`src/riscv_pkg.sv`:
```
// ISA-level definitions for the RV64I integer slice
// ALU operations, functional units and exception causes
package riscv_pkg;

    // Integer operations executed by the ALU
    typedef enum logic [4:0] {
        ADD,
        ADDW,
        SUB,
        SUBW,
        SLL,
        SLLW,
        SLT,
        SLTU,
        XOR,
        SRL,
        SRLW,
        SRA,
        SRAW,
        OR,
        AND,
        NOP
    } alu_op_t;

    // Functional unit an instruction is steered to
    typedef enum logic [1:0] {
        UNIT_ALU,
        UNIT_SYSTEM,
        UNIT_MEM
    } unit_t;

    // Synchronous exception codes, mcause numbering
    typedef enum logic [3:0] {
        INSTR_ADDR_MISALIGNED = 4'd0,
        INSTR_ACCESS_FAULT    = 4'd1,
        ILLEGAL_INSTR         = 4'd2,
        BREAKPOINT            = 4'd3,
        LD_ADDR_MISALIGNED    = 4'd4,
        LD_ACCESS_FAULT       = 4'd5,
        ST_AMO_ADDR_MISALIGN  = 4'd6,
        ST_AMO_ACCESS_FAULT   = 4'd7,
        USER_ECALL            = 4'd8,
        SUPERVISOR_ECALL      = 4'd9,
        MACHINE_ECALL         = 4'd11,
        INSTR_PAGE_FAULT      = 4'd12,
        LD_PAGE_FAULT         = 4'd13,
        ST_AMO_PAGE_FAULT     = 4'd15
    } exc_cause_t;

    typedef struct packed {
        logic        valid;
        exc_cause_t  cause;
        logic [63:0] origin;  // Faulting address or instruction bits
    } exception_t;

endpackage

```
`src/exe_pkg.sv`:
```
// Pipeline word types and stage structs for the execution slice
// Issue, execute and write-back stage payloads
package exe_pkg;

    localparam int XLEN       = 64;
    localparam int REG_ADDR_W = 5;
    localparam int NUM_REGS   = 2 ** REG_ADDR_W;

    typedef logic [XLEN-1:0]       bus64_t;
    typedef logic [REG_ADDR_W-1:0] reg_addr_t;

    // ------------------------------------------------------------
    // Issue stage, instruction as handed over by the issue logic
    // ------------------------------------------------------------
    typedef struct packed {
        logic                  valid;
        bus64_t                pc;
        riscv_pkg::alu_op_t    instr_type;
        riscv_pkg::unit_t      unit;
        reg_addr_t             rs1;
        reg_addr_t             rs2;
        reg_addr_t             rd;
        logic                  use_imm;     // Operand 2 comes from imm
        bus64_t                imm;
        logic                  regfile_we;
        riscv_pkg::exception_t ex;
    } issue_instr_t;

    // ------------------------------------------------------------
    // Read stage to execute, operands already resolved
    // ------------------------------------------------------------
    typedef struct packed {
        logic                  valid;
        bus64_t                pc;
        riscv_pkg::alu_op_t    instr_type;
        riscv_pkg::unit_t      unit;
        reg_addr_t             rd;
        logic                  regfile_we;
        riscv_pkg::exception_t ex;
        bus64_t                data_rs1;
        bus64_t                data_rs2;
    } exe_instr_t;

    // ------------------------------------------------------------
    // Execute to write-back
    // ------------------------------------------------------------
    typedef struct packed {
        logic                  valid;
        bus64_t                pc;
        reg_addr_t             rd;
        logic                  regfile_we;
        riscv_pkg::alu_op_t    instr_type;
        bus64_t                result;
        riscv_pkg::exception_t ex;
    } wb_instr_t;

endpackage

```
`src/bypass_unit.sv`:
```
// Operand selection for the issuing instruction
// Execute result first, then write-back, then the register file
`timescale 1ns/1ps

module bypass_unit (
    input  exe_pkg::issue_instr_t issue_i,
    input  exe_pkg::bus64_t       rf_rdata1_i,
    input  exe_pkg::bus64_t       rf_rdata2_i,
    input  exe_pkg::wb_instr_t    exe_fwd_i,    // Combinational ALU output
    input  exe_pkg::wb_instr_t    wb_fwd_i,     // Write-back stage register
    output exe_pkg::reg_addr_t    rf_raddr1_o,
    output exe_pkg::reg_addr_t    rf_raddr2_o,
    output exe_pkg::exe_instr_t   exe_instr_o
);

    import exe_pkg::*;

    bus64_t rs2_value;

    // A producer qualifies only if it really writes a nonzero rd
    function automatic logic fwd_hit(input wb_instr_t src, input reg_addr_t addr);
        return src.valid && src.regfile_we && (src.rd != '0) && (src.rd == addr);
    endfunction

    function automatic bus64_t pick_operand(input reg_addr_t addr, input bus64_t rf_data,
                                            input wb_instr_t exe_src, input wb_instr_t wb_src);
        if (fwd_hit(exe_src, addr)) begin
            return exe_src.result;
        end else if (fwd_hit(wb_src, addr)) begin
            return wb_src.result;
        end
        return rf_data;
    endfunction

    assign rf_raddr1_o = issue_i.rs1;
    assign rf_raddr2_o = issue_i.rs2;

    assign rs2_value = pick_operand(issue_i.rs2, rf_rdata2_i, exe_fwd_i, wb_fwd_i);

    assign exe_instr_o.valid      = issue_i.valid;
    assign exe_instr_o.pc         = issue_i.pc;
    assign exe_instr_o.instr_type = issue_i.instr_type;
    assign exe_instr_o.unit       = issue_i.unit;
    assign exe_instr_o.rd         = issue_i.rd;
    assign exe_instr_o.regfile_we = issue_i.regfile_we;
    assign exe_instr_o.ex         = issue_i.ex;
    assign exe_instr_o.data_rs1   = pick_operand(issue_i.rs1, rf_rdata1_i, exe_fwd_i, wb_fwd_i);
    assign exe_instr_o.data_rs2   = issue_i.use_imm ? issue_i.imm : rs2_value;  // Immediate form

endmodule

```
`config.mk`:
```
export PLATFORM = sky130hd
export DESIGN_NAME = bypass_unit
export DESIGN_NICKNAME = d
export VERILOG_FILES = /design/src/riscv_pkg.sv /design/src/exe_pkg.sv /design/src/bypass_unit.sv
export SDC_FILE = /design/constraint.sdc
export NUM_CORES = 1
export LEC_CHECK = 0
export BUFFER_PORTS_ARGS = -buffer_cell sky130_fd_sc_hd__buf_2
export CAP_MARGIN = 30
export CORE_AREA = 2 2 411 413
export DETAILED_ROUTE_END_ITERATION = 7
export DIE_AREA = 0 0 413 415
export GPL_TIMING_DRIVEN = 0
export SETUP_SLACK_MARGIN = 0.3
export SYNTH_ARGS = -nofsm -noshare
export SYNTH_HDL_FRONTEND = slang
export SYNTH_SLANG_ARGS = --single-unit
```
`constraint.sdc`:
```
create_clock -name vclk -period 2.62
set_input_delay 0.131 -clock vclk [all_inputs]
set_output_delay 0.131 -clock vclk [all_outputs]
set_load 0.005 [all_outputs]
```
==> results_dict.tcl <==
set metrics [dict create \
    port_buffers 630 \
    grt_pass1_vias 8838 \
    syn_inst 706 \
    start_util 0.0313 \
    power_density_nw_per_um2 145 \
    synth_cell_type_count 22 \
    maxCapViolCount 0 \
    core_region_area_um2 167000 \
    gp_congestion 1.02 \
    detail_route.wl_per_cell_um 26.0 \
    worst-path-max-fanout 10 \
    rsz0062_at_grt "true" \
    fin_crit_sh 0.958 \
    final_cells 3645 \
    crit_type "input port to output pin" \
    dp.cells 3587 \
    avgSynthCellArea_um2 7.39 \
    finalSetupTns_ns 0 \
    num_vias 9206 \
    hold_violations 0 \
    fin_crit_ns 2.51 \
    layout_setup_ws_ns 0.109 \
    ant_nets 0 \
    grt_use_total 0.102 \
    wl_met1_mm 40.1 \
    syn_nets 1474 \
    hold_ws_ns 0.427 \
    yosysSeqAreaShare 0 \
    hold_path.class "input port to output pin" \
    slew_viol_final 0 \
    fp.dieH_um 415 \
    drt_iter0_markers 553 \
    relSlewSlack 0.254 \
    drt_pass1_iterations 5 \
    fin_nets 2190 \
    io_pins 1053 \
    dp_slack_ns -0.837 \
    syn_to_final_growth_pct 177 \
    wl_met3_mm 8.50 \
    seq_cell_count 0 \
    die_area_um2 171000 \
    cp_data_required_time_ns 2.49 \
    met2RoutedLength_mm 41.0 \
    highest_layer "met5" \
    max-vdd-ir-drop_v 0.0000787 \
    hpwl_mm 86.6 \
    leakage_uw 0.00611 \
    drc_errors 0 \
    final_common_cell "buf_2" \
    n_clock_buffer 0 \
    final_util 0.0866 \
    critPathCaptureType "output pin" \
    num-fill-cells 19500 \
    routed_wl_mm 94.7 \
    mostFrequentLayoutCells "608 x buf_2, 234 x buf_4, 89 x mux2i_1, 67 x nor2_1, 63 x inv_1" \
    layout-drive-gt1-share 0.792 \
    die_w_um 413 \
    rows 150 \
    arrival_ns 2.38 \
    syn_area_um2 5220 \
    grt_pass1_wl_mm 110 \
    ys_warn_count 0 \
    setup_violations 0 \
    grt_antenna_before_repair 99 \
    grt_max_degree 11 \
    worst_pin_slew_ns 1.12 \
    fmax_mhz 398 \
    seqCellArea_um2 0 \
    grt_overflow 0 \
    cp-start-kind "input port" \
    vias_per_cell 2.53 \
    status "finished, final reports clean" \
]
final cells by class:
type,count,area [µm²],area share
multi-input combinational,423,5310,0.368
timing repair buffer,714,4150,0.288
tap,2204,2760,0.191
buffer,220,1920,0.133
inverter,63,236,0.0164
antenna,21,52.6,0.00364
where the power goes:
group	switching [µW]	internal, µW
registers	0	0
logic	1130	962
clock network	0	0.000778
per-layer routing:
| layer | vias up | global-route usage |
|---|---|---|
| li1 | 3861 | - |
| met2 | 778 | 0.163 |
| met4 | 46 | 0.0337 |
| met1 | 4307 | 0.129 |
| met5 | - | 0 |
| met3 | 214 | 0.0320 |
cell families (layout without fill, tap and decap cells):
group           count (synthesis)  after routing  share of synthesized area
buf+inv                       283            997                      0.335
simple gates                  144            144                      0.139
compound gates                131            131                      0.246
mux                           128            128                      0.246
xor+xnor                       20             20                     0.0336
other cells                     0             21                          0
cell usage after synthesis, drive strengths merged:
library cell  number  share of area
clkbuf            33          0.024
or4                1         0.0014
mux2i            128           0.25
o211ai             1         0.0024
a21oi             65          0.062
xnor2             10          0.017
inv               63          0.045
nor3               2         0.0019
nor2b              1         0.0012
nor2              67          0.048
o21ba              1         0.0019
and4               1         0.0017
nand4              2         0.0024
nor4              66          0.079
a221oi            64           0.18
buf              187           0.27
xor2              10          0.017
nand3              2         0.0019
nand2              2         0.0014
what timing repair did:
action                     4_1_cts  5_1_grt
gates resized for setup        374      104
setup endpoints to repair      128      126
pin swaps                       31       27
hold buffers                     0        0
buffers inserted                18        9
cloned                           4        4
metrics by stage:
stage | total power, µW | cell area (µm²)
floorplan | 587 | 5220
global placement | 1680 | 11100
detailed placement | 1710 | 11400
CTS | 2000 | 13600
global route | 2190 | 14400
finish | 2090 | 14400
worst max-delay path, stage by stage:
cell and delay, ns:
buf_8 0.10, or4_4 0.53, o211ai_4 0.21, nor4_4 0.08, buf_4 0.16, o21ba_1 0.21
buf_12 0.18, buf_12 0.18, a221oi_4 0.38, buf_2 0.19
path summary, 6_finish.rpt:
path	slack, ns	depth (start not counted)	end	start
setup / recovery	0.11	10	exe_instr_o[55]	wb_fwd_i[143]
hold / removal	0.43	2	exe_instr_o[209]	issue_i[156]
No activity file was read; power rests on OpenSTA's default activity.
